[src/logic/vwrite_pkg.sv]
package vwrite_pkg;

   // datapath and databus word
   localparam int DATA_W = 32;

   // byte strobes per databus word
   localparam int STRB_W = DATA_W / 8;

   // buffer address, top bit doubles as the bank bit in ping-pong mode
   localparam int ADDR_W = 10;

   // period and duty fields of the address generators
   localparam int PERIOD_W = 8;

   // store side start delay
   localparam int DELAY_W = 7;

   // burst length and word count
   localparam int LEN_W = 8;

   // external byte address
   localparam int AXI_ADDR_W = 32;

   // words in the local buffer
   localparam int BUF_DEPTH = 1 << ADDR_W;

endpackage

[src/logic/vwrite_if.sv]
`timescale 1ns/1ps

// configuration of one two-level address generator
interface addr_cfg_if import vwrite_pkg::*; ();

   logic [ADDR_W-1:0]   start;
   logic [PERIOD_W-1:0] per;
   logic [PERIOD_W-1:0] duty;
   logic [ADDR_W-1:0]   incr;
   logic [ADDR_W-1:0]   iter;
   logic [ADDR_W-1:0]   shift;

   modport src (
      output start, per, duty, incr, iter, shift
   );

   modport gen (
      input start, per, duty, incr, iter, shift
   );

endinterface


[src/logic/addr_gen.sv]
`timescale 1ns/1ps

module addr_gen import vwrite_pkg::*; (
   input  logic              clk,
   input  logic              rst,
   input  logic              start_i,
   input  logic              advance_i,
   addr_cfg_if.gen           cfg,
   output logic              valid_o,
   output logic [ADDR_W-1:0] addr_o,
   output logic              done_o
);

   logic                active_q;
   logic [PERIOD_W-1:0] step_q;
   logic [ADDR_W-1:0]   iter_q;
   logic [ADDR_W-1:0]   addr_q;
   logic                per_end;
   logic                iter_end;

   // last step of the current period / last period of the run
   assign per_end  = (step_q == cfg.per - PERIOD_W'(1));
   assign iter_end = (iter_q == cfg.iter - ADDR_W'(1));

   always_ff @(posedge clk or posedge rst) begin
      if (rst) begin
         active_q <= 1'b0;
         step_q   <= '0;
         iter_q   <= '0;
         addr_q   <= '0;
      end else if (start_i) begin
         // zero period or zero iterations finishes at once
         active_q <= (cfg.per != '0) && (cfg.iter != '0);
         step_q   <= '0;
         iter_q   <= '0;
         addr_q   <= cfg.start;
      end else if (advance_i && active_q) begin
         if (per_end) begin
            // period boundary takes shift in place of incr
            step_q <= '0;
            iter_q <= iter_q + ADDR_W'(1);
            addr_q <= addr_q + cfg.shift;
            if (iter_end) begin
               active_q <= 1'b0;
            end
         end else begin
            step_q <= step_q + PERIOD_W'(1);
            addr_q <= addr_q + cfg.incr;
         end
      end
   end

   // steps past the duty window are skipped but still counted
   assign valid_o = active_q && (step_q < cfg.duty);
   assign addr_o  = addr_q;
   assign done_o  = !active_q;

endmodule

[src/logic/store_path.sv]
`timescale 1ns/1ps

module store_path import vwrite_pkg::*; (
   input  logic               clk,
   input  logic               rst,
   input  logic               run_i,
   input  logic               running_i,
   input  logic [DELAY_W-1:0] delay_i,
   input  logic [DATA_W-1:0]  in_i,
   addr_cfg_if.gen            cfg,
   output logic               wr_en_o,
   output logic [ADDR_W-1:0]  wr_addr_o,
   output logic [DATA_W-1:0]  wr_data_o,
   output logic               done_o
);

   logic [DELAY_W-1:0] delay_q;
   logic               advance;
   logic               gen_valid;
   logic [ADDR_W-1:0]  gen_addr;

   // start delay only counts cycles where the datapath runs
   always_ff @(posedge clk or posedge rst) begin
      if (rst) begin
         delay_q <= '0;
      end else if (run_i) begin
         delay_q <= delay_i;
      end else if (running_i && (delay_q != '0)) begin
         delay_q <= delay_q - DELAY_W'(1);
      end
   end

   assign advance = running_i && (delay_q == '0);

   addr_gen u_gen (
      .clk       (clk),
      .rst       (rst),
      .start_i   (run_i),
      .advance_i (advance),
      .cfg       (cfg),
      .valid_o   (gen_valid),
      .addr_o    (gen_addr),
      .done_o    (done_o)
   );

   // write the word present on the same cycle as the step
   assign wr_en_o   = advance && gen_valid;
   assign wr_addr_o = gen_addr;
   assign wr_data_o = in_i;

endmodule

[src/flat_wrapper.sv]
// flat-port wrapper written by rule: the top's interface ports become plain ports
module store_path_flat import vwrite_pkg::*;
  (clk, rst, run_i, running_i, delay_i, in_i, wr_en_o, wr_addr_o, wr_data_o, done_o, cfg_start, cfg_per, cfg_duty, cfg_incr, cfg_iter, cfg_shift);
  addr_cfg_if cfg_i ();
  input  logic clk;
  input  logic rst;
  input  logic run_i;
  input  logic running_i;
  input  logic [DELAY_W-1:0] delay_i;
  input  logic [DATA_W-1:0] in_i;
  output logic wr_en_o;
  output logic [ADDR_W-1:0] wr_addr_o;
  output logic [DATA_W-1:0] wr_data_o;
  output logic done_o;
  input wire logic [$bits(cfg_i.start)-1:0] cfg_start;
  input wire logic [$bits(cfg_i.per)-1:0] cfg_per;
  input wire logic [$bits(cfg_i.duty)-1:0] cfg_duty;
  input wire logic [$bits(cfg_i.incr)-1:0] cfg_incr;
  input wire logic [$bits(cfg_i.iter)-1:0] cfg_iter;
  input wire logic [$bits(cfg_i.shift)-1:0] cfg_shift;
  assign cfg_i.start = cfg_start;
  assign cfg_i.per = cfg_per;
  assign cfg_i.duty = cfg_duty;
  assign cfg_i.incr = cfg_incr;
  assign cfg_i.iter = cfg_iter;
  assign cfg_i.shift = cfg_shift;
  store_path u_core (.clk(clk), .rst(rst), .run_i(run_i), .running_i(running_i), .delay_i(delay_i), .in_i(in_i), .cfg(cfg_i), .wr_en_o(wr_en_o), .wr_addr_o(wr_addr_o), .wr_data_o(wr_data_o), .done_o(done_o));
endmodule
[config.mk]
export PLATFORM = sky130hd
export DESIGN_NAME = store_path_flat
export DESIGN_NICKNAME = d
export VERILOG_FILES = /design/src/logic/vwrite_pkg.sv /design/src/logic/vwrite_if.sv /design/src/logic/addr_gen.sv /design/src/logic/store_path.sv /design/src/flat_wrapper.sv
export SDC_FILE = /design/constraint.sdc
export NUM_CORES = 1
export LEC_CHECK = 0
export BUFFER_PORTS_ARGS = -buffer_cell sky130_fd_sc_hd__buf_2
export CAP_MARGIN = 5
export CORE_MARGIN = 5
export CORE_UTILIZATION = 49
export CTS_CLUSTER_DIAMETER = 200
export CTS_CLUSTER_SIZE = 16
export DETAILED_ROUTE_END_ITERATION = 8
export PLACE_DENSITY_LB_ADDON = 0.3
export SLEW_MARGIN = 10
export SYNTH_ARGS = -nofsm -noshare
export SYNTH_HDL_FRONTEND = slang
export SYNTH_SLANG_ARGS = --single-unit
[constraint.sdc]
create_clock -name clk -period 4.7 [get_ports clk]
set_input_delay 0.235 -clock clk [delete_from_list [all_inputs] [get_ports clk]]
set_output_delay 0.235 -clock clk [all_outputs]
set_load 0.02 [all_outputs]
==> flow_results.xml <==
<?xml version="1.0" encoding="UTF-8"?>
<metrics>
  <group name="place">
    <metric name="gp_congestion" unit="">0.821</metric>
    <metric name="dpl-instance-area" unit="mm2">0.00348</metric>
    <metric name="io_port_bufs" unit="">78</metric>
    <metric name="post-place-cells" unit="">507</metric>
    <metric name="half_perimeter_wire_length_after_placement" unit="um">5270</metric>
  </group>
  <group name="synth">
    <metric name="postSynthCellCount" unit="">394</metric>
    <metric name="syn_avg_cell_area" unit="um2">8.29</metric>
    <metric name="synth-edff-count" unit="">0</metric>
    <metric name="synth_top_cell_area_share" unit="%">27.6</metric>
    <metric name="synth.most_common_cell" unit="">sky130_fd_sc_hd__nor2_1</metric>
    <metric name="syn_nets" unit="">517</metric>
    <metric name="yosysSeqAreaShare" unit="%">27.6</metric>
    <metric name="post_synth_num_cell_types" unit="">49</metric>
    <metric name="asyncSetResetFlopFracSynth" unit="%">100</metric>
    <metric name="yosys_warnings" unit="">0</metric>
    <metric name="post_synth_instance_area" unit="mm2">0.00327</metric>
    <metric name="yosys-top-cells-area" unit="">sky130_fd_sc_hd__dfrtp_1, sky130_fd_sc_hd__ha_1, sky130_fd_sc_hd__buf_4</metric>
    <metric name="top_reg_cell_synth" unit="">sky130_fd_sc_hd__dfrtp_1</metric>
    <metric name="ys_seq_elements" unit="">36</metric>
    <metric name="synth.largest_area_cell" unit="">sky130_fd_sc_hd__dfrtp_1</metric>
    <metric name="synth.top_cells.by_count" unit="">sky130_fd_sc_hd__nor2_1, sky130_fd_sc_hd__dfrtp_1, sky130_fd_sc_hd__nand2_1</metric>
  </group>
  <group name="sta">
    <metric name="grt_setup_unrepaired" unit="">false</metric>
    <metric name="worst_margin_slew" unit="ns">0.948</metric>
    <metric name="setup_tns" unit="ns">0</metric>
    <metric name="slew_headroom" unit="%">36.2</metric>
    <metric name="hold_violations" unit="">0</metric>
    <metric name="period_share" unit="%">79.1</metric>
    <metric name="clock_skew" unit="ns">0.00431</metric>
    <metric name="report.final.setup_viol" unit="">0</metric>
    <metric name="period_minus_slack" unit="ns">3.72</metric>
    <metric name="maxSlewViolCount" unit="">0</metric>
    <metric name="achievable-frequency" unit="MHz">269</metric>
  </group>
  <group name="routing">
    <metric name="routed_wl" unit="um">7100</metric>
    <metric name="first_iter_violations" unit="">155</metric>
    <metric name="route.vias.total" unit="">2767</metric>
    <metric name="ant_nets" unit="">0</metric>
    <metric name="drt-wirelength-per-cell" unit="um">13.8</metric>
    <metric name="drt_pass1_iterations" unit="">4</metric>
    <metric name="drc" unit="">0</metric>
    <metric name="ratio_of_routed_vias_to_standard_cells" unit="">5.37</metric>
  </group>
  <group name="layout">
    <metric name="finalNetCount" unit="">560</metric>
    <metric name="diodes" unit="">0</metric>
    <metric name="finish.instance_area" unit="mm2">0.00359</metric>
    <metric name="multi_input_area" unit="mm2">0.00199</metric>
    <metric name="register_area" unit="um2">901</metric>
    <metric name="finalCoreUtilization" unit="%">55.9</metric>
    <metric name="layout-drive-gt1-share" unit="%">23.5</metric>
    <metric name="area_delta_synth_final" unit="%">9.89</metric>
    <metric name="fillerInstances" unit="">590</metric>
    <metric name="stdcell_count" unit="">515</metric>
  </group>
  <group name="clocking">
    <metric name="cts_tree" unit="">yes</metric>
    <metric name="cts_buffers" unit="">5</metric>
    <metric name="clock_tree.root_cell" unit="">sky130_fd_sc_hd__clkbuf_8</metric>
    <metric name="insertion_delay" unit="ns">0.29</metric>
    <metric name="cts.sink_count" unit="">36</metric>
    <metric name="post_cts_buffers" unit="">0</metric>
    <metric name="clock_path_buffers" unit="">2</metric>
    <metric name="cts_max_level" unit="">2</metric>
    <metric name="clkSlewWorstSetupHoldPaths" unit="ns">0.07</metric>
    <metric name="cts-hold-fix-buffers" unit="">0</metric>
    <metric name="post_cts.resized_instances" unit="">0</metric>
  </group>
  <group name="grt">
    <metric name="grt_overflow_total" unit="">0</metric>
    <metric name="number_of_antenna_violations_at_the_first_check_in_global_routing" unit="">0</metric>
    <metric name="grt_start_max_net_pins" unit="">58</metric>
    <metric name="wire_length_of_the_first_global_routing_pass" unit="um">12300</metric>
    <metric name="global_router_s_overall_resource_usage" unit="%">17.4</metric>
    <metric name="via_count_of_the_first_global_routing_pass" unit="">2812</metric>
  </group>
  <group name="floorplanning">
    <metric name="top_level_ports" unit="">143</metric>
    <metric name="fp-row-count" unit="">29</metric>
    <metric name="die_w" unit="um">91.6</metric>
    <metric name="chipHeight" unit="um">91.6</metric>
    <metric name="floorplan.initialDensity" unit="%">50.8</metric>
    <metric name="core" unit="mm2">0.00642</metric>
    <metric name="design.die.area" unit="mm2">0.00840</metric>
  </group>
  <group name="setup_path">
    <metric name="r2r_start" unit="">u_core.u_gen.step_q[3]</metric>
    <metric name="setup.reg_to_reg.worst_slack" unit="ns">1.03</metric>
    <metric name="regToRegEndpoint" unit="">u_core.u_gen.addr_o[9]</metric>
    <metric name="worstSetupEndpointType" unit="">register</metric>
    <metric name="worst_ep_required_time" unit="ns">4.87</metric>
    <metric name="arrival" unit="ns">3.89</metric>
    <metric name="critPathKind" unit="">input port to register</metric>
    <metric name="critical_path_peak_fanout" unit="">20</metric>
    <metric name="worst_r2r_path_depth" unit="">13</metric>
    <metric name="timing.critical_path.from_type" unit="">input port</metric>
  </group>
  <group name="worst_hold_path">
    <metric name="min-delay-path-class" unit="">input port to asynchronous set/reset pin</metric>
  </group>
  <group name="status">
    <metric name="outcome" unit="">completed</metric>
  </group>
  <group name="power_and_ir_drop">
    <metric name="irDropWorstVdd" unit="uV">199</metric>
    <metric name="power_density" unit="mW/mm2">227</metric>
    <metric name="post-layout-total-power" unit="uW">814</metric>
    <metric name="power_leakage" unit="nW">1.75</metric>
  </group>
  <group name="run">
    <metric name="max_cap_violations" unit="">0</metric>
  </group>
</metrics>
## through the flow
| stage | worst slack [ns] | hold slack [ns] |
|---|---|---|
| 2_1_floorplan | 1.01 | 0.352 |
| 3_3_place_gp | 0.833 | 0.374 |
| 3_5_place_dp | 0.703 | 0.376 |
| 4_1_cts | 0.999 | 0.0527 |
| 5_1_grt | 0.714 | 0.0856 |
| 6_report | 0.982 | 0.0437 |
## metal layers
layer | wire [um] | vias to the layer above | share of wire [%] | global-route usage, %
li1 | - | 1410 | - | -
met1 | 3240 | 1262 | 46 | 21.9
met2 | 3280 | 85 | 46 | 29.6
met3 | 500 | 10 | 7.0 | 4.42
met4 | 73 | 0 | 1.0 | 5.03
met5 | 0 | - | 0 | 0
## final cells by class
cell class	instances	area share (%)
inverters	22	2.30
multi-input cells	291	55.4
well taps	77	2.68
clock inverters	2	0.976
repair buffers	81	11.5
clock buffers	6	2.02
flip-flops and latches	36	25.1
## worst max path at each step
| stage | from | end | depth (start not counted) |
|---|---|---|---|
| 4_1_cts | cfg_per[0] | u_core.u_gen.addr_o[9] | 16 |
| 6_report | cfg_per[0] | u_core.u_gen.addr_o[9] | 16 |
| 3_3_place_gp | cfg_per[0] | u_core.u_gen.addr_o[9] | 16 |
| 5_1_grt | cfg_per[0] | u_core.u_gen.addr_o[9] | 16 |
| 2_1_floorplan | cfg_per[0] | u_core.u_gen.addr_o[9] | 17 |
| 3_5_place_dp | cfg_per[0] | u_core.u_gen.addr_o[9] | 16 |
## flip-flops by register name, summed over array words and instances (netlist names)
register	cells
u_core.u_gen.step_q	8
u_core.delay_q	7
u_core.u_gen.active_q	1
u_core.u_gen.addr_o	10
u_core.u_gen.iter_q	10
## cell usage in the layout (no fill, tap or decap), types with 2 or more instances in the layout
| cell | Yosys | final |
|---|---|---|
| sky130_fd_sc_hd__nor4b_1 | 2 | 2 |
| sky130_fd_sc_hd__nand2b_1 | 5 | 5 |
| sky130_fd_sc_hd__dfrtp_1 | 36 | 36 |
| sky130_fd_sc_hd__ha_1 | 23 | 23 |
| sky130_fd_sc_hd__nand4_1 | 5 | 5 |
| sky130_fd_sc_hd__a31oi_1 | 4 | 4 |
| sky130_fd_sc_hd__mux2i_1 | 5 | 5 |
| sky130_fd_sc_hd__nand3b_1 | 2 | 2 |
| sky130_fd_sc_hd__a21oi_1 | 22 | 22 |
| sky130_fd_sc_hd__xnor2_1 | 22 | 22 |
| sky130_fd_sc_hd__and3_1 | 3 | 3 |
| sky130_fd_sc_hd__nor3_2 | 1 | 2 |
| sky130_fd_sc_hd__o31ai_1 | 3 | 3 |
| sky130_fd_sc_hd__nor2b_1 | 5 | 5 |
| sky130_fd_sc_hd__nor3b_1 | 4 | 4 |
| sky130_fd_sc_hd__inv_1 | 22 | 22 |
| sky130_fd_sc_hd__a21o_1 | 11 | 11 |
| sky130_fd_sc_hd__nand2_1 | 35 | 35 |
| sky130_fd_sc_hd__or3_1 | 6 | 6 |
| sky130_fd_sc_hd__and2b_1 | 2 | 2 |
| sky130_fd_sc_hd__clkbuf_8 | 0 | 5 |
| sky130_fd_sc_hd__buf_4 | 32 | 3 |
| sky130_fd_sc_hd__mux2_2 | 9 | 9 |
| sky130_fd_sc_hd__nor2_1 | 37 | 37 |
| sky130_fd_sc_hd__xor2_1 | 20 | 20 |
| sky130_fd_sc_hd__nor4_1 | 7 | 7 |
| sky130_fd_sc_hd__o21ai_0 | 27 | 27 |
| sky130_fd_sc_hd__or4_1 | 2 | 2 |
| sky130_fd_sc_hd__buf_2 | 2 | 78 |
| sky130_fd_sc_hd__nor3_1 | 8 | 7 |
| sky130_fd_sc_hd__nand3_1 | 4 | 4 |
## worst max-delay path: stages
cell and delay (ns):
sky130_fd_sc_hd__buf_2 0.13, sky130_fd_sc_hd__inv_1 0.07, sky130_fd_sc_hd__ha_1 0.26, sky130_fd_sc_hd__and2b_1 0.17
sky130_fd_sc_hd__or3_1 0.34, sky130_fd_sc_hd__a31oi_1 0.18, sky130_fd_sc_hd__and4_4 0.40, sky130_fd_sc_hd__mux2_2 0.38
sky130_fd_sc_hd__ha_1 0.33, sky130_fd_sc_hd__or4_1 0.50, sky130_fd_sc_hd__o21ai_0 0.09, sky130_fd_sc_hd__a21oi_1 0.08
sky130_fd_sc_hd__a21o_1 0.19, sky130_fd_sc_hd__a21oi_1 0.18, sky130_fd_sc_hd__nor4_1 0.07, sky130_fd_sc_hd__a211o_1 0.26
## logic make-up (layout without fill, tap and decap cells)
kind of cell	after synthesis	after routing	share of synthesized area, %
AO/OA/AOI/OAI	74	74	13.3
buffers and inverters	67	111	11.7
AND/OR/NAND/NOR	137	137	22.1
adder cells (fa/ha/maj)	24	24	9.43
flip-flops	36	36	27.6
XOR/XNOR	42	42	11.3
multiplexers	14	14	4.64
## power by group
| group | internal [mW] | switching, mW |
|---|---|---|
| sequential | 0.326 | 0.0142 |
| clock | 0.158 | 0.115 |
| combinational | 0.0929 | 0.108 |
(Power assumes the default switching activity.)
