<file path="config.mk">
export PLATFORM = sky130hd
export DESIGN_NAME = databus_writer_flat
export DESIGN_NICKNAME = d
export VERILOG_FILES = /design/src/logic/vwrite_pkg.sv /design/src/logic/vwrite_if.sv /design/src/logic/databus_writer.sv /design/src/flat_wrapper.sv
export SDC_FILE = /design/constraint.sdc
export NUM_CORES = 1
export LEC_CHECK = 0
export BUFFER_PORTS_ARGS = -buffer_cell sky130_fd_sc_hd__buf_2
export CAP_MARGIN = 20
export CELL_PAD_IN_SITES_DETAIL_PLACEMENT = 1
export CELL_PAD_IN_SITES_GLOBAL_PLACEMENT = 2
export CORE_MARGIN = 4
export CORE_UTILIZATION = 29
export DETAILED_ROUTE_END_ITERATION = 6
export GPL_TIMING_DRIVEN = 0
export MAX_ROUTING_LAYER = met4
export PLACE_DENSITY = 0.84
export SLEW_MARGIN = 5
export SYNTH_ARGS = -nofsm -noshare
export SYNTH_HDL_FRONTEND = slang
export SYNTH_SLANG_ARGS = --single-unit
export TNS_END_PERCENT = 30
</file>
<file path="constraint.sdc">
create_clock -name clk -period 12.4 [get_ports clk]
set_clock_uncertainty 0.1 [all_clocks]
set_input_delay 2.48 -clock clk [delete_from_list [all_inputs] [get_ports clk]]
set_output_delay 2.48 -clock clk [all_outputs]
set_load 0.02 [all_outputs]
</file>
<file path="src/logic/vwrite_pkg.sv">
package vwrite_pkg;

   // datapath and databus word
   localparam int DATA_W = 32;

   // byte strobes per databus word
   localparam int STRB_W = DATA_W / 8;

   // buffer address, top bit doubles as the bank bit in ping-pong mode
   localparam int ADDR_W = 10;

   // period and duty fields of the address generators
   localparam int PERIOD_W = 8;

   // store side start delay
   localparam int DELAY_W = 7;

   // burst length and word count
   localparam int LEN_W = 8;

   // external byte address
   localparam int AXI_ADDR_W = 32;

   // words in the local buffer
   localparam int BUF_DEPTH = 1 << ADDR_W;

endpackage

</file>
<file path="src/logic/vwrite_if.sv">


// word stream with back-pressure
interface wstream_if import vwrite_pkg::*; ();

   logic              valid;
   logic              ready;
   logic [DATA_W-1:0] data;
   logic              last;

   modport src (
      output valid, data, last,
      input  ready
   );

   modport dst (
      input  valid, data, last,
      output ready
   );

endinterface

</file>
<file path="src/logic/databus_writer.sv">
`timescale 1ns/1ps

module databus_writer import vwrite_pkg::*; (
   input  logic                  clk,
   input  logic                  rst,
   input  logic                  run_i,
   input  logic [LEN_W-1:0]      amount_minus_one_i,
   input  logic [LEN_W-1:0]      write_length_i,
   input  logic [AXI_ADDR_W-1:0] ext_addr_i,
   input  logic [AXI_ADDR_W-1:0] addr_shift_i,
   wstream_if.dst                strm,
   output logic                  valid_o,
   output logic [AXI_ADDR_W-1:0] addr_o,
   output logic [LEN_W-1:0]      len_o,
   output logic [DATA_W-1:0]     wdata_o,
   output logic [STRB_W-1:0]     wstrb_o,
   input  logic                  ready_i,
   input  logic                  last_i,
   output logic                  done_o
);

   logic                  in_burst_q;
   // words not yet claimed by a burst, one bit wider for the full count
   logic [LEN_W:0]        left_q;
   logic [AXI_ADDR_W-1:0] addr_q;
   logic [LEN_W-1:0]      len_q;
   logic [LEN_W-1:0]      next_len;
   logic                  start_burst;
   logic                  beat;
   logic                  burst_end;

   assign next_len    = ({1'b0, write_length_i} < left_q) ? write_length_i
                                                          : left_q[LEN_W-1:0];
   assign start_burst = !in_burst_q && (left_q != '0) && strm.valid;
   assign beat        = valid_o && ready_i;
   assign burst_end   = beat && last_i;

   always_ff @(posedge clk or posedge rst) begin
      if (rst) begin
         in_burst_q <= 1'b0;
         left_q     <= '0;
      end else if (run_i) begin
         in_burst_q <= 1'b0;
         left_q     <= {1'b0, amount_minus_one_i} + (LEN_W + 1)'(1);
      end else if (start_burst) begin
         in_burst_q <= 1'b1;
         left_q     <= left_q - {1'b0, next_len};
      end else if (burst_end) begin
         in_burst_q <= 1'b0;
         if (done_o) begin
            left_q <= '0;
         end
      end
   end

   // burst address and length stay put for the whole burst
   always_ff @(posedge clk) begin
      if (run_i) begin
         addr_q <= ext_addr_i;
      end else if (burst_end) begin
         addr_q <= addr_q + addr_shift_i;
      end
      if (start_burst) begin
         len_q <= next_len;
      end
   end

   // beats wait on the stream, valid only dips where the stream has a gap
   assign valid_o    = in_burst_q && strm.valid;
   assign strm.ready = in_burst_q && ready_i;
   assign addr_o     = addr_q;
   assign len_o      = len_q;
   assign wdata_o    = strm.data;
   assign wstrb_o    = '1;
   assign done_o     = burst_end && ((left_q == '0) || strm.last);

endmodule

</file>
<file path="src/flat_wrapper.sv">
// flat-port wrapper written by rule: the top's interface ports become plain ports
module databus_writer_flat import vwrite_pkg::*;
  (clk, rst, run_i, amount_minus_one_i, write_length_i, ext_addr_i, addr_shift_i, valid_o, addr_o, len_o, wdata_o, wstrb_o, ready_i, last_i, done_o, strm_valid, strm_data, strm_last, strm_ready);
  wstream_if strm_i ();
  input  logic clk;
  input  logic rst;
  input  logic run_i;
  input  logic [LEN_W-1:0] amount_minus_one_i;
  input  logic [LEN_W-1:0] write_length_i;
  input  logic [AXI_ADDR_W-1:0] ext_addr_i;
  input  logic [AXI_ADDR_W-1:0] addr_shift_i;
  output logic valid_o;
  output logic [AXI_ADDR_W-1:0] addr_o;
  output logic [LEN_W-1:0] len_o;
  output logic [DATA_W-1:0] wdata_o;
  output logic [STRB_W-1:0] wstrb_o;
  input  logic ready_i;
  input  logic last_i;
  output logic done_o;
  input wire logic [$bits(strm_i.valid)-1:0] strm_valid;
  input wire logic [$bits(strm_i.data)-1:0] strm_data;
  input wire logic [$bits(strm_i.last)-1:0] strm_last;
  output wire logic [$bits(strm_i.ready)-1:0] strm_ready;
  assign strm_i.valid = strm_valid;
  assign strm_i.data = strm_data;
  assign strm_i.last = strm_last;
  assign strm_ready = strm_i.ready;
  databus_writer u_core (.clk(clk), .rst(rst), .run_i(run_i), .amount_minus_one_i(amount_minus_one_i), .write_length_i(write_length_i), .ext_addr_i(ext_addr_i), .addr_shift_i(addr_shift_i), .strm(strm_i), .valid_o(valid_o), .addr_o(addr_o), .len_o(len_o), .wdata_o(wdata_o), .wstrb_o(wstrb_o), .ready_i(ready_i), .last_i(last_i), .done_o(done_o));
endmodule
</file>
==> results of run 1 <==
-- power breakdown --
| part | switching (mW) | internal, mW | leakage (nW) |
|---|---|---|---|
| clock network | 0.0696 | 0.115 | 0.0915 |
| logic | 0.227 | 0.161 | 2.21 |
| registers | 0.0208 | 0.216 | 0.511 |
| total | 0.318 | 0.492 | 2.81 |
-- cell usage in the layout, fill, tap and decap left out, types with 3 or more instances in the layout --
| cell | netlist | final |
|---|---|---|
| o21bai_1 | 4 | 4 |
| and2_1 | 6 | 6 |
| and3_1 | 3 | 3 |
| o21a_1 | 8 | 8 |
| nor3_1 | 11 | 11 |
| clkbuf_1 | 10 | 10 |
| a221oi_1 | 5 | 5 |
| nand2b_1 | 8 | 8 |
| nand4_1 | 3 | 3 |
| nand3_1 | 11 | 11 |
| o21ai_1 | 9 | 9 |
| buf_4 | 36 | 36 |
| o22ai_1 | 3 | 3 |
| a31oi_1 | 11 | 11 |
| a21oi_1 | 38 | 38 |
| a21o_1 | 20 | 20 |
| nand2_1 | 54 | 53 |
| mux2i_1 | 5 | 5 |
| conb_1 | 1 | 4 |
| a21boi_1 | 3 | 3 |
| dfrtp_1 | 10 | 10 |
| buf_2 | 0 | 160 |
| xor2_1 | 12 | 12 |
| nor4_1 | 4 | 4 |
| a211oi_1 | 7 | 7 |
| o21ai_0 | 45 | 45 |
| ha_1 | 44 | 44 |
| edfxtp_1 | 40 | 40 |
| a311oi_1 | 3 | 3 |
| o31ai_1 | 7 | 7 |
| clkbuf_16 | 0 | 5 |
| xnor2_1 | 18 | 18 |
| nor2_1 | 28 | 28 |
| inv_1 | 33 | 33 |
-- path summary, 6_finish.rpt --
check / startpoint / to / slack (ns) / cells after the start
worst min-delay path: u_core.left_q[0] / u_core.left_q[0] / 0.51 / 2
worst max register to register: u_core.left_q[7] / u_core.left_q[6] / 7.72 / 21
max in group asynchronous: rst / u_core.left_q[2] / 9.85 / 2
min in group asynchronous: rst / u_core.in_burst_q / 2.07 / 2
worst min register to register: u_core.left_q[0] / u_core.left_q[0] / 0.51 / 2
worst max-delay path: write_length_i[7] / u_core.left_q[6] / 5.95 / 21
-- cell families after synthesis --
kind of cell | Yosys count | synth area share
buffers and inverters | 84 | 0.0979
XOR/XNOR | 30 | 0.0562
multiplexers | 7 | 0.0155
adder cells (fa/ha/maj) | 45 | 0.122
flip-flops | 50 | 0.310
other | 1 | 0.000802
AND/OR/NAND/NOR | 146 | 0.154
AO/OA/AOI/OAI | 177 | 0.243
-- stage by stage --
stage | power [mW] | setup slack [ns] | hold slack (ns) | util
floorplan | 0.516 | 6.46 | 0.410 | -
global placement | 0.616 | 5.76 | 0.466 | 0.364
detailed placement | 0.628 | 5.62 | 0.502 | 0.365
CTS | 0.819 | 5.93 | 0.517 | 0.377
global route | 0.872 | 5.56 | 0.534 | 0.378
finish | 0.810 | 5.95 | 0.512 | 0.378
-- flip-flops by register name, indices dropped and copies added (netlist names) --
register,count
u_core.len_o,8
u_core.left_q,9
u_core.addr_o,32
u_core.in_burst_q,1
-- worst max-delay path, delay by kind of cell --
kind,cells,cell delay (ns)
xor+xnor,1,0.12
buf+inv,4,0.67
fa+ha+maj,3,0.81
compound gates,10,1.72
simple gates,3,0.71
-- routing by layer --
layer  vias to the layer above  wire, µm  global-route usage  part of all wire
met1                      2216      6910               0.219              0.44
met2                       124      7770               0.304              0.50
met4                         0       199              0.0409             0.013
met5                         -         0                   -                 0
met3                        14       706              0.0265             0.045
li1                       2282         -                   -                 -
-- final cells by class --
cell class                 instances  share of cell area
clock inverter                     3              0.0107
clock buffer                       5              0.0209
tap                              216              0.0452
antenna                            2            0.000837
buffer                            49              0.0546
sequential                        50               0.243
inverter                          35              0.0220
timing repair buffer             161               0.137
multi-input combinational        409               0.466
==> results_dict.tcl, run 1 <==
set metrics [dict create \
    cts.root.buffer_cell "clkbuf_16" \
    io_pins 198 \
    slowest_delay_ns 0.37 \
    cts_sinks 50 \
    crit_chain "buf_2, ha_1, a21oi_1, a21oi_1, a31o_4, nor2_4, clkbuf_1, nand2_1, o21ai_0, ha_1, inv_1, ha_1, inv_1, a31oi_1, o21ai_0, a21oi_1, or3_1, a31oi_1, xnor2_1, a221oi_2, a21oi_1" \
    cp.required_ns 12.47 \
    clock_path_buffers 2 \
    setup-tns-final_ns 0 \
    stdcell_count 930 \
    ys_warn_count 0 \
    grt_max_degree 33 \
    synth_top_flop_cell "edfxtp_1" \
    placed_area_mm2 0.00578 \
    dieArea_mm2 0.0182 \
    slowest_stage "or3_1" \
    rsz0062_at_grt "false" \
    fillers 1957 \
    slew_headroom 0.348 \
    fin_area_mm2 0.00598 \
    setup_viol_count_final 0 \
    die_y_um 135 \
    seq_area_frac_synth 0.310 \
    ant_nets 0 \
    syn_area_mm2 0.00468 \
    max_freq_mhz 155 \
    tightestPinTransition_ns 0.979 \
    finalWirelength_um 15600 \
    endpoint_kind "flip-flop" \
    grt_overflow_total 0 \
    fin_crit_ns 6.45 \
    h-tree-depth 2 \
    cts_tree "yes" \
    grt_pass1_vias 5096 \
    p_leak_nw 2.81 \
    yosys_register_bits 50 \
    synth_edf_count 40 \
    synthTopCellsByCount "nand2_1, o21ai_0, ha_1, edfxtp_1, a21oi_1" \
    ir_drop_mv 0.0502 \
    post_cts_buffers 0 \
    portBuffers 160 \
    synth_cell_types 66 \
    power_density_mw_per_mm2 136 \
    maxCapViolations 0 \
    multi_input_area_mm2 0.00278 \
    track_usage 0.176 \
    synth_top_area_share 0.257 \
    viasPerCell 4.98 \
    post_cts_resized 0 \
    drt_iter0_markers 131 \
    synth_most_common_cell "nand2_1" \
    syn_inst 540 \
    min_path_type "reg -> reg" \
    cp-start-kind "input pin" \
    routedWlPerCell_um 16.8 \
    synth_area_leaders "edfxtp_1, ha_1, buf_4" \
    core_mm2 0.0158 \
    drt_pass1_iterations 4 \
    drc 0 \
    seqCellArea_mm2 0.00145 \
    num_vias 4636 \
    crit_arrival_ns 6.52 \
    grt_pass1_wl_um 25400 \
    clkLatencyLatePin_ns 0.31 \
    yosysTopAreaCell "edfxtp_1" \
    critPathMostFrequentCell "a21oi_1" \
    cts_buffers 5 \
    syn_area_per_cell_um2 8.66 \
    path_clk_slew_ns 0.07 \
    hold_violations 0 \
    area_delta_synth_final_pct 27.8 \
    cts_hold_buf 0 \
    outcome "completed" \
    die_w_um 135 \
    fin_crit_sh 0.520 \
    row_count 46 \
    slew_violations 0 \
    drive_above_1_share 0.312 \
    hpwlAfterDp_um 13000 \
    crit_type "in -> reg" \
    async_flop_share 0.200 \
    gp_congestion 0.853 \
    worst-path-max-fanout 10 \
    dpl.cell_count 920 \
    start_util 0.296 \
    grt_antenna_before_repair 2 \
    nets 875 \
]
Note: power is estimated with default switching activity, not from simulation.
==> run 2, diff against run 1 <==
CORE_UTILIZATION = 27   (was 29)
PLACE_DENSITY = 0.79   (was 0.84)
clock period = 6.73 ns   (was 12.4 ns; I/O delays follow)
==> results_dict.tcl, run 2 (synthesized netlist as in run 1, its figures left out) <==
set metrics [dict create \
    grtUsageMet2 0.289 \
    num_vias 4643 \
    setup_viol_count_final 0 \
    setup-tns-final_ns 0 \
    grt_pass1_wl_um 25600 \
    slew_violations 0 \
    cts_buffers 5 \
    max_freq_mhz 189 \
    use_met3 0.0302 \
    grt_max_degree 31 \
    cp-start-kind "input pin" \
    power_density_mw_per_mm2 245 \
    path_clk_slew_ns 0.07 \
    start_util 0.279 \
    ant_nets 0 \
    final_cell_mix "buf_2, nand2_1, o21ai_0" \
    total_power_mw 1.46 \
    fin_crit_ns 5.28 \
    routedWlPerCell_um 17.2 \
    fin_area_mm2 0.00595 \
    drive_above_1_share 0.310 \
    drt_pass1_iterations 4 \
    hold_violations 0 \
    crit_arrival_ns 5.35 \
    die_w_um 140 \
    maxCapViolations 0 \
    grt_use_met1 0.202 \
    place_ws_ns 1.15 \
    cts_tree "yes" \
    h-tree-depth 2 \
    grt_antenna_before_repair 1 \
    post_cts_buffers 0 \
    dieArea_mm2 0.0195 \
    min_path_type "reg -> reg" \
    cp.required_ns 6.79 \
    timing.hold.ws_ns 0.500 \
    nets 875 \
    core_mm2 0.0168 \
    busiest_layer "met2" \
    grt_overflow_total 0 \
    crit_type "in -> reg" \
    die_y_um 140 \
    portBuffers 160 \
    cts.root.buffer_cell "clkbuf_16" \
    endpoint_kind "flip-flop" \
    placed_area_mm2 0.00579 \
    drc 0 \
    clkLatencyLatePin_ns 0.31 \
    slew_headroom 0.335 \
    track_usage 0.167 \
    finalWirelength_um 16000 \
    outcome "completed" \
    drt_iter0_markers 159 \
    ir_drop_mv 0.0914 \
    largest_register_ffs 32 \
    post_cts_resized 0 \
    worst-path-max-fanout 10 \
    gp_congestion 0.857 \
    row_count 47 \
    hpwlAfterDp_um 13000 \
    area_delta_synth_final_pct 27.3 \
    p_leak_nw 2.79 \
    clock_path_buffers 2 \
    rsz0062_at_grt "false" \
    io_pins 198 \
    cts_hold_buf 0 \
    layout_commonest_cell "buf_2" \
    tightestPinTransition_ns 0.998 \
    fin_crit_sh 0.785 \
    viasPerCell 4.98 \
    layout_setup_ws_ns 1.45 \
    grt_pass1_vias 5080 \
    cts_sinks 50 \
]
## run 2: cell types whose count changed in the layout (fill, tap and decap cells not counted)
cell,previous run,this run
clkinv_1,2,1
bufinv_16,2,1
diode_2,2,1
clkbuf_1,10,12
## run 2: area by class of cell
type	count	area (µm²)
inverter	35	131
clock inverter	1	30.0
tap	220	275
sequential	50	1450
timing repair buffer	161	821
antenna	1	2.50
multi-input combinational	409	2780
fill	2069	10800
clock buffer	7	133
buffer	49	327
## run 2: power breakdown
group          internal [mW]  switching (mW)
logic                  0.297           0.418
registers              0.397          0.0368
clock network          0.177           0.130
## run 2: layer usage
metal / vias up / share of wire
met5: - / 0
met4: 0 / 0.013
met3: 15 / 0.040
met2: 113 / 0.50
met1: 2226 / 0.44
li1: 2289 / -
## run 2: critical path, cell delays in order
cell	delay, ns
buf_2	0.11
ha_1	0.32
a21oi_1	0.17
a21oi_1	0.10
a31o_4	0.24
nor2_4	0.25
clkbuf_1	0.37
nand2_1	0.09
o21ai_0	0.13
ha_1	0.27
inv_1	0.09
ha_1	0.22
inv_1	0.10
a31oi_1	0.08
o21ai_0	0.34
a31oi_1	0.18
or3_1	0.33
a31oi_1	0.20
xnor2_1	0.12
a221oi_2	0.22
a21oi_1	0.06
## run 2: per-stage QoR
step,instances,util
floorplan,543,-
global placement,923,0.344
detailed placement,924,0.345
CTS,932,0.355
global route,933,0.355
finish,933,0.355
## run 2: path summary, 6_finish.rpt
check / startpoint / to / slack, ns / depth (start not counted)
worst min-delay path: u_core.in_burst_q / u_core.in_burst_q / 0.50 / 2
max in group asynchronous: rst / u_core.left_q[7] / 5.29 / 2
worst max-delay path: write_length_i[7] / u_core.left_q[6] / 1.45 / 21
worst min register to register: u_core.in_burst_q / u_core.in_burst_q / 0.50 / 2
worst max register to register: u_core.left_q[7] / u_core.left_q[6] / 2.07 / 21
min in group asynchronous: rst / u_core.left_q[4] / 0.93 / 2
==> run 3, diff against run 2 <==
CORE_UTILIZATION = 25   (was 27)
PLACE_DENSITY = 0.77   (was 0.79)
clock period = 4.65 ns   (was 6.73 ns; I/O delays follow)
==> results_dict.tcl, run 3 (synthesized netlist as in run 1, its figures left out) <==
set metrics [dict create \
    outcome "completed" \
    placed_area_mm2 0.00580 \
    endpoint_kind "flip-flop" \
    tightestPinTransition_ns 1.01 \
    drc 0 \
    grt_pass1_vias 4934 \
    max_freq_mhz 231 \
    worst-path-max-fanout 8 \
    die_y_um 145 \
    cp.required_ns 4.72 \
    cts_tree "yes" \
    power_density_mw_per_mm2 356 \
    clkLatencyLatePin_ns 0.31 \
    fin_area_mm2 0.00599 \
    crit_arrival_ns 4.40 \
    hpwlAfterDp_um 13400 \
    rsz0062_at_grt "false" \
    final_cell_mix "buf_2, nand2_1, ha_1" \
    cts_sinks 50 \
    cts.root.buffer_cell "clkbuf_16" \
    grt_pass1_wl_um 25300 \
    cts_hold_buf 0 \
    h-tree-depth 2 \
    setup-tns-final_ns 0 \
    maxCapViolations 0 \
    num_vias 4650 \
    clock_path_buffers 2 \
    nets 878 \
    drive_above_1_share 0.315 \
    min_path_type "reg -> reg" \
    portBuffers 160 \
    slew_headroom 0.329 \
    crit_type "in -> reg" \
    die_w_um 145 \
    stdcell_count 946 \
    slew_violations 0 \
    cp-start-kind "input pin" \
    postLayoutCoreUtil 0.329 \
    area_delta_synth_final_pct 28.1 \
    fin_crit_sh 0.933 \
    ir_drop_mv 0.134 \
    viasPerCell 4.92 \
    io_pins 198 \
    largest_register_ffs 32 \
    fillers 2211 \
    dpl.cell_count 933 \
    ant_nets 0 \
    setup_viol_count_final 0 \
    r2r_slack_ns 0.52 \
    track_usage 0.158 \
    start_util 0.257 \
    drt_pass1_iterations 4 \
    grt_overflow_total 0 \
    finalWirelength_um 16400 \
    layout_commonest_cell "buf_2" \
    dieArea_mm2 0.0210 \
    gp_congestion 0.866 \
    drt_iter0_markers 150 \
    cts_buffers 5 \
    total_power_mw 2.13 \
    p_leak_nw 2.81 \
    hold_violations 0 \
    path_clk_slew_ns 0.07 \
    grt_antenna_before_repair 2 \
    row_count 49 \
    routedWlPerCell_um 17.3 \
    fin_crit_ns 4.34 \
    core_mm2 0.0182 \
    grt_max_degree 31 \
]
[run 3: changes by cell type in the layout (fill, tap and decap cells not counted), sizes merged]
cell	change
diode	+1
clkbuf	-1
buf	+4
[run 3: repair_timing]
action / in CTS / in global routing
gates resized for setup: 0 / 2
buffers inserted: 0 / 4
setup endpoints to repair: 2 / 2
pin swaps: 0 / 1
[run 3: where the power goes]
part,total (mW),internal [mW],switching [mW]
combinational,1.06,0.447,0.615
clock,0.444,0.256,0.188
sequential,0.629,0.575,0.0535
total,2.13,1.28,0.856
[run 3: worst paths after layout]
kind	start	to	depth (start not counted)
max	write_length_i[7]	u_core.left_q[6]	19
min	u_core.in_burst_q	u_core.in_burst_q	2
max reg2reg	u_core.left_q[7]	u_core.left_q[6]	19
min reg2reg	u_core.in_burst_q	u_core.in_burst_q	2
max in group asynchronous	rst	u_core.left_q[2]	2
min in group asynchronous	rst	u_core.in_burst_q	2
[run 3: final cells by class]
type                    count  area, µm²  area share
multi-input cells         409       2780       0.464
flip-flops and latches     50       1450       0.242
repair buffers            165        851       0.142
plain buffers              48        323      0.0539
well taps                 229        287      0.0478
clock buffers               7        133      0.0221
inverters                  35        131      0.0219
clock inverters             1       30.0     0.00501
diodes                      2       5.00    0.000835
[run 3: metal layers]
metal,vias up,track usage,share of wire
li1,2288,-,-
met1,2197,0.197,0.44
met2,141,0.267,0.49
met3,24,0.0260,0.047
met4,0,0.0422,0.021
met5,-,-,0
[run 3: stage by stage]
step / setup slack [ns] / hold WS (ns)
after CTS: 0.000576 / 0.473
final: 0.312 / 0.466
after detailed placement: -0.576 / 0.454
after global placement: -0.465 / 0.438
after floorplan: 0.265 / 0.410
after global routing: 0.0189 / 0.521
[run 3: critical path, stage by stage]
cell and delay (ns):
buf_2 0.11, ha_1 0.32, and3_4 0.21, nand3_2 0.11, a211oi_4 0.33, nor2_4 0.10, o21ai_1 0.19, ha_1 0.24
inv_1 0.09, ha_1 0.21, inv_1 0.10, a31oi_1 0.09, o21ai_1 0.25, a21oi_1 0.13, or3_1 0.37, a31oi_1 0.21
xnor2_1 0.12, a221oi_2 0.23, a21oi_1 0.06
