File: config.mk
export PLATFORM = sky130hd
export DESIGN_NAME = xfer_reader_flat
export DESIGN_NICKNAME = d
export VERILOG_FILES = /design/src/logic/vwrite_pkg.sv /design/src/logic/vwrite_if.sv /design/src/logic/addr_gen.sv /design/src/logic/xfer_reader.sv /design/src/flat_wrapper.sv
export SDC_FILE = /design/constraint.sdc
export NUM_CORES = 1
export LEC_CHECK = 0
export ABC_AREA = 1
export BUFFER_PORTS_ARGS = -buffer_cell sky130_fd_sc_hd__buf_2
export CORE_MARGIN = 8
export CORE_UTILIZATION = 23
export DETAILED_ROUTE_END_ITERATION = 10
export GPL_TIMING_DRIVEN = 0
export PLACE_DENSITY = 0.4
export SKIP_CTS_REPAIR_TIMING = 1
export SYNTH_ARGS = -nofsm -noshare
export SYNTH_HDL_FRONTEND = slang
export SYNTH_SLANG_ARGS = --single-unit
File: constraint.sdc
create_clock -name clk -period 3.67 [get_ports clk]
set_clock_uncertainty 0.2 [all_clocks]
set_input_delay 0.1835 -clock clk [delete_from_list [all_inputs] [get_ports clk]]
set_output_delay 0.1835 -clock clk [all_outputs]
set_load 0.02 [all_outputs]
File: src/logic/vwrite_pkg.sv
package vwrite_pkg;

   // datapath and databus word
   localparam int DATA_W = 32;

   // byte strobes per databus word
   localparam int STRB_W = DATA_W / 8;

   // buffer address, top bit doubles as the bank bit in ping-pong mode
   localparam int ADDR_W = 10;

   // period and duty fields of the address generators
   localparam int PERIOD_W = 8;

   // store side start delay
   localparam int DELAY_W = 7;

   // burst length and word count
   localparam int LEN_W = 8;

   // external byte address
   localparam int AXI_ADDR_W = 32;

   // words in the local buffer
   localparam int BUF_DEPTH = 1 << ADDR_W;

endpackage

File: src/logic/vwrite_if.sv
`timescale 1ns/1ps

// configuration of one two-level address generator
interface addr_cfg_if import vwrite_pkg::*; ();

   logic [ADDR_W-1:0]   start;
   logic [PERIOD_W-1:0] per;
   logic [PERIOD_W-1:0] duty;
   logic [ADDR_W-1:0]   incr;
   logic [ADDR_W-1:0]   iter;
   logic [ADDR_W-1:0]   shift;

   modport src (
      output start, per, duty, incr, iter, shift
   );

   modport gen (
      input start, per, duty, incr, iter, shift
   );

endinterface

// word stream with back-pressure
interface wstream_if import vwrite_pkg::*; ();

   logic              valid;
   logic              ready;
   logic [DATA_W-1:0] data;
   logic              last;

   modport src (
      output valid, data, last,
      input  ready
   );

   modport dst (
      input  valid, data, last,
      output ready
   );

endinterface

File: src/logic/addr_gen.sv
`timescale 1ns/1ps

module addr_gen import vwrite_pkg::*; (
   input  logic              clk,
   input  logic              rst,
   input  logic              start_i,
   input  logic              advance_i,
   addr_cfg_if.gen           cfg,
   output logic              valid_o,
   output logic [ADDR_W-1:0] addr_o,
   output logic              done_o
);

   logic                active_q;
   logic [PERIOD_W-1:0] step_q;
   logic [ADDR_W-1:0]   iter_q;
   logic [ADDR_W-1:0]   addr_q;
   logic                per_end;
   logic                iter_end;

   // last step of the current period / last period of the run
   assign per_end  = (step_q == cfg.per - PERIOD_W'(1));
   assign iter_end = (iter_q == cfg.iter - ADDR_W'(1));

   always_ff @(posedge clk or posedge rst) begin
      if (rst) begin
         active_q <= 1'b0;
         step_q   <= '0;
         iter_q   <= '0;
         addr_q   <= '0;
      end else if (start_i) begin
         // zero period or zero iterations finishes at once
         active_q <= (cfg.per != '0) && (cfg.iter != '0);
         step_q   <= '0;
         iter_q   <= '0;
         addr_q   <= cfg.start;
      end else if (advance_i && active_q) begin
         if (per_end) begin
            // period boundary takes shift in place of incr
            step_q <= '0;
            iter_q <= iter_q + ADDR_W'(1);
            addr_q <= addr_q + cfg.shift;
            if (iter_end) begin
               active_q <= 1'b0;
            end
         end else begin
            step_q <= step_q + PERIOD_W'(1);
            addr_q <= addr_q + cfg.incr;
         end
      end
   end

   // steps past the duty window are skipped but still counted
   assign valid_o = active_q && (step_q < cfg.duty);
   assign addr_o  = addr_q;
   assign done_o  = !active_q;

endmodule

File: src/logic/xfer_reader.sv
`timescale 1ns/1ps

module xfer_reader import vwrite_pkg::*; (
   input  logic              clk,
   input  logic              rst,
   input  logic              run_i,
   input  logic [DATA_W-1:0] rd_data_i,
   addr_cfg_if.gen           cfg,
   output logic              rd_en_o,
   output logic [ADDR_W-1:0] rd_addr_o,
   wstream_if.src            strm
);

   logic              gen_valid;
   logic              gen_done;
   logic [ADDR_W-1:0] gen_addr;
   logic              advance;
   logic              pop;
   logic              land;
   logic              pend_q;
   logic              hold_valid_q;
   logic [DATA_W-1:0] hold_data_q;

   assign pop  = hold_valid_q && strm.ready;
   // pending read moves into the hold register when it is free
   assign land = pend_q && (!hold_valid_q || pop);
   // a new read may only replace the buffer output once it has landed
   assign advance = !gen_done && (!pend_q || land);

   addr_gen u_gen (
      .clk       (clk),
      .rst       (rst),
      .start_i   (run_i),
      .advance_i (advance),
      .cfg       (cfg),
      .valid_o   (gen_valid),
      .addr_o    (gen_addr),
      .done_o    (gen_done)
   );

   assign rd_en_o   = advance && gen_valid;
   assign rd_addr_o = gen_addr;

   always_ff @(posedge clk or posedge rst) begin
      if (rst) begin
         pend_q       <= 1'b0;
         hold_valid_q <= 1'b0;
      end else begin
         pend_q <= rd_en_o || (pend_q && !land);
         if (land) begin
            hold_valid_q <= 1'b1;
         end else if (pop) begin
            hold_valid_q <= 1'b0;
         end
      end
   end

   always_ff @(posedge clk) begin
      if (land) begin
         hold_data_q <= rd_data_i;
      end
   end

   assign strm.valid = hold_valid_q;
   assign strm.data  = hold_data_q;
   // nothing behind the held word once the generator is done
   assign strm.last  = hold_valid_q && !pend_q && gen_done;

endmodule

File: src/flat_wrapper.sv
// flat-port wrapper written by rule: the top's interface ports become plain ports
module xfer_reader_flat import vwrite_pkg::*;
  (clk, rst, run_i, rd_data_i, rd_en_o, rd_addr_o, cfg_start, cfg_per, cfg_duty, cfg_incr, cfg_iter, cfg_shift, strm_valid, strm_data, strm_last, strm_ready);
  addr_cfg_if cfg_i ();
  wstream_if strm_i ();
  input  logic clk;
  input  logic rst;
  input  logic run_i;
  input  logic [DATA_W-1:0] rd_data_i;
  output logic rd_en_o;
  output logic [ADDR_W-1:0] rd_addr_o;
  input wire logic [$bits(cfg_i.start)-1:0] cfg_start;
  input wire logic [$bits(cfg_i.per)-1:0] cfg_per;
  input wire logic [$bits(cfg_i.duty)-1:0] cfg_duty;
  input wire logic [$bits(cfg_i.incr)-1:0] cfg_incr;
  input wire logic [$bits(cfg_i.iter)-1:0] cfg_iter;
  input wire logic [$bits(cfg_i.shift)-1:0] cfg_shift;
  output wire logic [$bits(strm_i.valid)-1:0] strm_valid;
  output wire logic [$bits(strm_i.data)-1:0] strm_data;
  output wire logic [$bits(strm_i.last)-1:0] strm_last;
  input wire logic [$bits(strm_i.ready)-1:0] strm_ready;
  assign cfg_i.start = cfg_start;
  assign cfg_i.per = cfg_per;
  assign cfg_i.duty = cfg_duty;
  assign cfg_i.incr = cfg_incr;
  assign cfg_i.iter = cfg_iter;
  assign cfg_i.shift = cfg_shift;
  assign strm_valid = strm_i.valid;
  assign strm_data = strm_i.data;
  assign strm_last = strm_i.last;
  assign strm_i.ready = strm_ready;
  xfer_reader u_core (.clk(clk), .rst(rst), .run_i(run_i), .rd_data_i(rd_data_i), .cfg(cfg_i), .rd_en_o(rd_en_o), .rd_addr_o(rd_addr_o), .strm(strm_i));
endmodule
==> results of run 1 <==
power by group:
part | switching [uW] | internal (uW) | total (uW) | leakage [uW]
logic | 414 | 269 | 683 | 0.00198
registers | 51.9 | 842 | 894 | 0.000697
clock network | 313 | 519 | 832 | 0.000140
synthesized netlist by cell type (2+ instances only):
master | n | area (um^2)
a21oi_1 | 18 | 90.1
buf_2 | 2 | 10.0
dfrtp_1 | 31 | 776
edfxtp_1 | 32 | 961
ha_1 | 22 | 275
inv_1 | 72 | 270
inv_2 | 2 | 7.51
mux2i_1 | 8 | 80.1
nand2_1 | 91 | 342
nand2_2 | 4 | 25.0
nand3_1 | 33 | 165
nand4_1 | 5 | 31.3
nor2_1 | 42 | 158
nor2_2 | 5 | 31.3
nor2_4 | 2 | 22.5
nor3_1 | 9 | 45.0
o211ai_1 | 5 | 37.5
o21ai_0 | 13 | 65.1
o21ai_1 | 3 | 15.0
o21bai_1 | 2 | 15.0
o22ai_1 | 2 | 12.5
o31ai_1 | 2 | 15.0
xnor2_1 | 14 | 123
xor2_1 | 19 | 166
metrics by stage:
step | cells | TNS, ns | worst slack, ns | hold WS, ns
after floorplan | 458 | 0 | 0.470 | 0.0824
after global placement | 814 | -0.339 | -0.284 | 0.162
after detailed placement | 816 | -0.468 | -0.335 | 0.112
after CTS | 832 | -0.0673 | -0.0673 | -0.243
after global routing | 880 | 0 | 0.00513 | 0.0163
final | 880 | 0 | 0.273 | -0.0314
per-layer routing:
| metal | part of all wire, % | up-vias | GRT usage [%] |
|---|---|---|---|
| li1 | - | 1899 | - |
| met1 | 49 | 1645 | 14.9 |
| met2 | 41 | 137 | 16.2 |
| met3 | 8.5 | 11 | 3.96 |
| met4 | 1.0 | 0 | 3.40 |
| met5 | 0 | - | 0 |
worst min-delay path by stage:
stage	endpoint	startpoint	slack (ns)
after global routing	u_core.u_gen.addr_o[7]$_DFFE_PP0P_	cfg_start[7]	0.02
final	u_core.u_gen.addr_o[7]$_DFFE_PP0P_	cfg_start[7]	-0.03
after global placement	u_core.strm.data[7]$_DFFE_PP_	rd_data_i[7]	0.16
after floorplan	u_core.strm.data[0]$_DFFE_PP_	rd_data_i[0]	0.08
after CTS	u_core.u_gen.addr_o[6]$_DFFE_PP0P_	rst	-0.24
after detailed placement	u_core.u_gen.addr_o[6]$_DFFE_PP0P_	rst	0.11
registers in the layout (all words and copies together) (netlist names):
signal / cells
u_core.pend_q: 1
u_core.u_gen.iter_q: 10
u_core.strm.data: 32
u_core.u_gen.step_q: 8
u_core.strm.valid: 1
u_core.u_gen.addr_o: 10
u_core.u_gen.active_q: 1
worst max-delay path: stages (launching register included):
cell and delay, ns:
dfrtp_2 0.44, xor2_2 0.17, inv_1 0.05, nand2_1 0.11, nand3_4 0.11, nor2_4 0.16
nand2_2 0.09, buf_6 0.16, mux2i_1 0.12, inv_1 0.06, ha_2 0.19, inv_2 0.05
fa_2 0.36, inv_1 0.06, nand3_1 0.06, nand2_1 0.10, nand2_2 0.06, nand2_1 0.09
a21oi_2 0.07, nor2_1 0.13, o21ai_1 0.07, nand2_1 0.08, nor2_1 0.04, o21ai_0 0.15
nand2_1 0.07
cells by family (layout without fill, tap and decap cells):
kind of cell | Yosys count | after routing
and+or+nand+nor | 199 | 199
DFF | 63 | 63
muxes | 8 | 8
xor gates and xnor gates | 33 | 33
buffers and inverters | 79 | 281
AOI/OAI and AO/OA | 53 | 53
adders and majority gates | 23 | 23
area by class of cell:
cell class                 count  area (um^2)  share of cell area, %
multi-input combinational    316         1980                   34.2
sequential                    63         1740                   30.1
timing repair buffer         186         1200                   20.7
inverter                      75          282                   4.86
tap                          220          275                   4.75
clock buffer                   9          225                   3.89
clock inverter                 7         63.8                   1.10
buffer                         4         25.0                  0.432
==> out/metrics.yaml, run 1 <==
outcome: "complete, but fails checks"
violations: "hold timing"
timing.hold.ws_ns: -0.0314
drive_above_1_share_pct: 30.6
ys_ff_latch: 63
synthArstFlopShare_pct: 49.2
antenna_found_initial: 0
power.leakage_uw: 0.00281
numPortBuffers: 136
syn2layout_area_growth_pct: 47.5
ant_nets: 0
ys_seq_area_share_pct: 44.2
wl_per_cell_um: 14.0
rsz0062_at_grt: "no"
r2r-start: "u_core.u_gen.step_q[7]$_DFFE_PP0P_"
std_cell_rows: 47
first_pass_iters: 4
place_area_um2: 4950
hp-class: "input pin to flop"
drt_iter0_drc: 147
yosysWarnings: 0
vdd_drop_max_v: 0.000229
setup_viol: 0
synth_fa_ha_area_share_pct: 7.52
cp-endpoint: "u_core.u_gen.addr_o[8]$_DFFE_PP0P_"
synth.distinct_cells: 44
vias_per_cell: 4.20
setup.worst_path.end_class: "flop"
syn_nets: 573
path_clk_slew_ns: 0.06
synth_xor_area_share_pct: 7.36
syn_area_um2: 3930
clk_path_buf_depth: 2
grt_first_pass_wirelength_um: 19000
antennaDiodeCount: 0
cp.arrival_ns: 3.41
coreArea_um2: 16600
die_y_um: 147
clkLatencyLatePin_ns: 0.32
yosys.area_share.simple_pct: 23.0
crit_type: "flop to flop"
holdPathStages: 3
vias: 3692
synth_edf_count: 32
pin_count: 137
avgSynthCellArea_um2: 8.58
min_period_ns: 3.40
critPathLaunchType: "flop"
chipWidth_um: 147
max-slew-margin-rel_pct: 55.3
drc: 0
slew_violations: 0
worstSetupStartpoint: "u_core.u_gen.step_q[7]$_DFFE_PP0P_"
synthFlopType: "edfxtp_1"
start_util_pct: 23.6
dieArea_um2: 21500
hpwl_um: 9750
first_global_vias: 3650
cap_viol_max_count: 0
final_cell_mix: "buf_2, nand2_1, inv_1"
routed_wl_um: 12300
routabilityCongestion: 0.769
syn_inst: 458
cts_made_buffers: 9
reg2reg_depth: 24
cts_root_buffer: "clkbuf_16"
htreeDepth: 3
total_power_uw: 2410
nets: 770
cp.required_ns: 3.68
grt_usage_pct: 11.1
grt.overflow.total: 0
utilization_pct: 34.8
post-route-period-util_pct: 92.6
power_density_nw_per_um2: 416
nFillCells: 1702
final_common_cell: "buf_2"
r2r_slack_ns: 0.27
finalHoldViolCount: 2
synth_top_family_by_area: "simple AND/OR/NAND/NOR gates"
final_area_um2: 5800
grt_max_degree: 23
cts_tree: "yes"
fmax_ghz: 0.294
cts.sinks: 63
cp_max_fo: 10
muxShareOfSynthArea_pct: 2.04
worst_slew_pin_slew_ns: 0.669
synth_compound_area_share_pct: 8.09
r2r_end: "u_core.u_gen.addr_o[8]$_DFFE_PP0P_"
Note: power is estimated with default switching activity, not from simulation.
==> run 2: changes to the inputs <==
- BUFFER_PORTS_ARGS: -buffer_cell sky130_fd_sc_hd__buf_2 -> -buffer_cell sky130_fd_sc_hd__buf_4
==> out/metrics.yaml, run 2 (same netlist as run 1, synthesis figures left out) <==
cts_root_buffer: "clkbuf_16"
cts_tree: "yes"
antennaDiodeCount: 0
cp.arrival_ns: 3.41
clk_path_buf_depth: 2
wl_met2_um: 5310
rsz0062_at_grt: "no"
vias: 3794
pin_count: 137
largest_reg_flops: 32
drt_iter0_drc: 142
min_period_ns: 3.40
finalHoldViolCount: 2
cp.required_ns: 3.68
cts.sinks: 63
outcome: "complete, but fails checks"
grt_usage_pct: 11.5
clkLatencyLatePin_ns: 0.34
routabilityCongestion: 0.774
grt_first_pass_wirelength_um: 19700
cts_made_buffers: 9
total_power_uw: 2580
wl_per_cell_um: 14.3
vias_per_cell: 4.28
wl_met3_um: 1080
utilization_pct: 37.3
first_pass_iters: 4
drc: 0
htreeDepth: 3
final_common_cell: "buf_4"
start_util_pct: 23.6
critPathLaunchType: "flop"
cp_max_fo: 10
die_y_um: 147
cap_viol_max_count: 0
post-route-period-util_pct: 92.6
path_clk_slew_ns: 0.06
slew_violations: 0
setup.worst_path.end_class: "flop"
syn2layout_area_growth_pct: 57.9
ant_nets: 0
numPortBuffers: 136
std_cell_rows: 47
violations: "hold timing"
power.leakage_uw: 0.00298
dieArea_um2: 21500
antenna_found_initial: 0
wl_met1_um: 6100
worst_slew_pin_slew_ns: 0.716
routed_wl_um: 12700
setup_viol: 0
power_density_nw_per_um2: 416
chipWidth_um: 147
drive_above_1_share_pct: 30.6
hp-class: "input pin to flop"
nFillCells: 1692
timing.hold.ws_ns: -0.0162
nets: 777
crit_type: "flop to flop"
dr.max_layer_used: "met4"
first_global_vias: 3840
grt_max_degree: 24
vdd_drop_max_v: 0.000209
coreArea_um2: 16600
fmax_ghz: 0.294
max-slew-margin-rel_pct: 52.2
grt.overflow.total: 0
final_cell_mix: "buf_4, nand2_1, inv_1"
hpwl_um: 9970
-- run 2: changes by cell type in the layout (fill, tap and decap cells not counted), moves of 2 or more --
cell,change
buf_2,-136
dlygate4sd3_1,+2
nand2_2,-2
buf_4,+141
o21ai_1,+2
clkinv_2,-2
clkinv_4,+2
-- run 2: metrics by stage --
stage | area [um^2] | hold WS, ns | setup TNS [ns] | setup WS (ns) | cells
final | 6200 | -0.0162 | 0 | 0.271 | 887
after global routing | 6200 | 0.00482 | 0 | 0.0142 | 887
after CTS | 5610 | -0.217 | -0.0883 | -0.0883 | 832
after detailed placement | 5290 | 0.145 | -0.417 | -0.323 | 816
after global placement | 5230 | 0.162 | -0.275 | -0.253 | 814
after floorplan | 3930 | 0.0824 | 0 | 0.470 | 458
-- run 2: routing by layer --
| layer | up-vias | track usage [%] |
|---|---|---|
| met5 | - | 0 |
| met3 | 13 | 4.12 |
| li1 | 1915 | - |
| met4 | 0 | 3.86 |
| met1 | 1714 | 15.1 |
| met2 | 152 | 17.1 |
-- run 2: report_power, final --
part           leakage (uW)  switching, uW  total [uW]  internal (uW)
sequential         0.000697           55.3         897            842
combinational       0.00213            420         758            338
clock              0.000153            331         926            595
-- run 2: worst max-delay path, stage by stage (launching register included) --
cell	delay (ns)
dfrtp_2	0.44
xnor2_2	0.17
o21ai_0	0.10
nand2_1	0.09
nand2_1	0.09
nor2_4	0.13
nand2_4	0.08
buf_8	0.15
mux2i_1	0.12
inv_1	0.07
ha_2	0.20
inv_2	0.06
fa_2	0.39
inv_1	0.06
nand3_1	0.06
nand2_1	0.10
nand2_2	0.06
nand2_1	0.09
a21oi_2	0.07
nor2_1	0.13
o21ai_1	0.07
nand2_1	0.09
nor2_1	0.04
o21ai_1	0.13
nand2_1	0.07
-- run 2: final cells by class --
type / instances / area (um^2) / share of cell area (%)
Multi-Input combinational cell: 316 / 1950 / 31.5
Sequential cell: 63 / 1740 / 28.1
Timing Repair Buffer: 193 / 1600 / 25.7
Inverter: 75 / 282 / 4.54
Tap cell: 220 / 275 / 4.44
Clock buffer: 9 / 225 / 3.63
Clock inverter: 7 / 97.6 / 1.57
Buffer: 4 / 28.8 / 0.464
-- run 2: path summary, 6_finish.rpt --
| kind | start | to | slack [ns] | cells past startpoint |
|---|---|---|---|---|
| worst min-delay path | cfg_start[9] | u_core.u_gen.addr_o[9]$_DFFE_PP0P_ | -0.02 | 5 |
| max in group asynchronous | rst | u_core.u_gen.step_q[4]$_DFFE_PP0P_ | 2.39 | 4 |
| worst min register to register | u_core.pend_q$_DFF_PP0_ | u_core.strm.valid$_DFFE_PP0P_ | 0.31 | 2 |
| min in group asynchronous | rst | u_core.u_gen.step_q[7]$_DFFE_PP0P_ | 0.32 | 3 |
| worst max-delay path | u_core.u_gen.step_q[5]$_DFFE_PP0P_ | u_core.u_gen.addr_o[8]$_DFFE_PP0P_ | 0.27 | 24 |
| worst max register to register | u_core.u_gen.step_q[5]$_DFFE_PP0P_ | u_core.u_gen.addr_o[8]$_DFFE_PP0P_ | 0.27 | 24 |
==> run 3: changes to the inputs <==
- PLACE_DENSITY: 0.4 -> 0.41
- clock period: 3.67 -> 3.12 ns (I/O delays scaled with it)
==> out/metrics.yaml, run 3 (same netlist as run 1, synthesis figures left out) <==
numPortBuffers: 136
coreArea_um2: 16600
timing.hold.ws_ns: -0.0417
cp_max_fo: 6
rsz0062_at_grt: "yes"
utilization_pct: 38.5
cpPeakStageDelay_ns: 0.45
final_cell_mix: "buf_4, nand2_1, inv_1"
ant_nets: 0
outcome: "complete, but fails checks"
nets: 785
die_y_um: 147
cts_made_buffers: 9
syn2layout_area_growth_pct: 63.3
worst_slew_pin_slew_ns: 0.637
start_util_pct: 23.6
dieArea_um2: 21500
first_global_vias: 3675
chipWidth_um: 147
min_period_ns: 3.31
violations: "hold timing, setup timing"
cp.required_ns: 3.14
power_density_nw_per_um2: 473
antennaDiodeCount: 0
drc: 0
critPathLaunchType: "flop"
clk_path_buf_depth: 2
cts_tree: "yes"
vias: 3769
dp_cells: 816
routed_wl_um: 12800
first_pass_iters: 4
crit_type: "flop to flop"
place_area_um2: 5300
grt_max_degree: 21
hp-class: "input pin to flop"
hpwl_um: 9870
wl_per_cell_um: 14.3
grt_usage_pct: 11.4
cap_viol_max_count: 0
cts_root_buffer: "clkbuf_16"
place_ws_ns: -0.883
cts.sinks: 63
cp.arrival_ns: 3.33
drive_above_1_share_pct: 36.6
antenna_found_initial: 0
path_clk_slew_ns: 0.05
final_common_cell: "buf_4"
setup_viol: 2
std_cell_rows: 47
slew_violations: 0
fmax_ghz: 0.302
pin_count: 137
setup_ws_ns: -0.192
stdcell_count: 895
power.leakage_uw: 0.00301
grt_first_pass_wirelength_um: 19400
post-route-period-util_pct: 106
vdd_drop_max_v: 0.000284
clkLatencyLatePin_ns: 0.33
htreeDepth: 3
final_area_um2: 6410
crit_slowest_cell: "dfrtp_2"
grt.overflow.total: 0
drt_iter0_drc: 116
total_power_uw: 3040
routabilityCongestion: 0.815
largest_reg_flops: 32
finalHoldViolCount: 4
vias_per_cell: 4.21
setup.worst_path.end_class: "flop"
max-slew-margin-rel_pct: 57.5
crit_top_cell: "nand2_1"
[run 3: through the flow]
stage	setup TNS, ns	hold WS [ns]
after floorplan	0	0.0549
after global placement	-11.26	0.135
after detailed placement	-3.57	0.0807
after CTS	-1.68	-0.285
after global routing	-0.965	0.00376
final	-0.209	-0.0417
[run 3: cell type report]
cell class | instances | area [um^2]
fillers | 1645 | 10200
multi-input cells | 316 | 2130
flip-flops and latches | 63 | 1740
repair buffers | 201 | 1650
inverters | 75 | 284
well taps | 220 | 275
clock buffers | 10 | 229
clock inverters | 6 | 61.3
plain buffers | 4 | 33.8
[run 3: path summary, 6_finish.rpt]
check	from	end	cells past startpoint	slack, ns
setup / recovery	u_core.u_gen.step_q[6]$_DFFE_PP0P_	u_core.u_gen.addr_o[8]$_DFFE_PP0P_	25	-0.19
hold / removal	cfg_start[9]	u_core.u_gen.addr_o[9]$_DFFE_PP0P_	5	-0.04
setup reg to reg	u_core.u_gen.step_q[6]$_DFFE_PP0P_	u_core.u_gen.addr_o[8]$_DFFE_PP0P_	25	-0.19
hold reg to reg	u_core.pend_q$_DFF_PP0_	u_core.strm.valid$_DFFE_PP0P_	2	0.31
max in group asynchronous	rst	u_core.u_gen.step_q[5]$_DFFE_PP0P_	4	1.92
min in group asynchronous	rst	u_core.u_gen.addr_o[7]$_DFFE_PP0P_	3	0.26
[run 3: where the power goes]
group	internal [uW]	total (uW)	switching, uW
registers	991	1060	72.0
logic	456	987	531
clock network	615	985	370
[run 3: worst max-delay path: cells and delay by family (launching register included)]
kind	cells	cell delay, ns
AOI/OAI and AO/OA	3	0.43
buffers and inverters	4	0.30
muxes	1	0.17
and+or+nand+nor	14	1.10
xor gates and xnor gates	1	0.16
DFF	1	0.45
adders and majority gates	2	0.40
[run 3: per-layer routing]
metal  wire (um)  share of wire [%]  GRT usage, %
met1        6110                 48          14.8
met2        5410                 42          16.8
met3        1160                9.1          4.79
met4         159                1.2          3.45
met5           0                  0             0
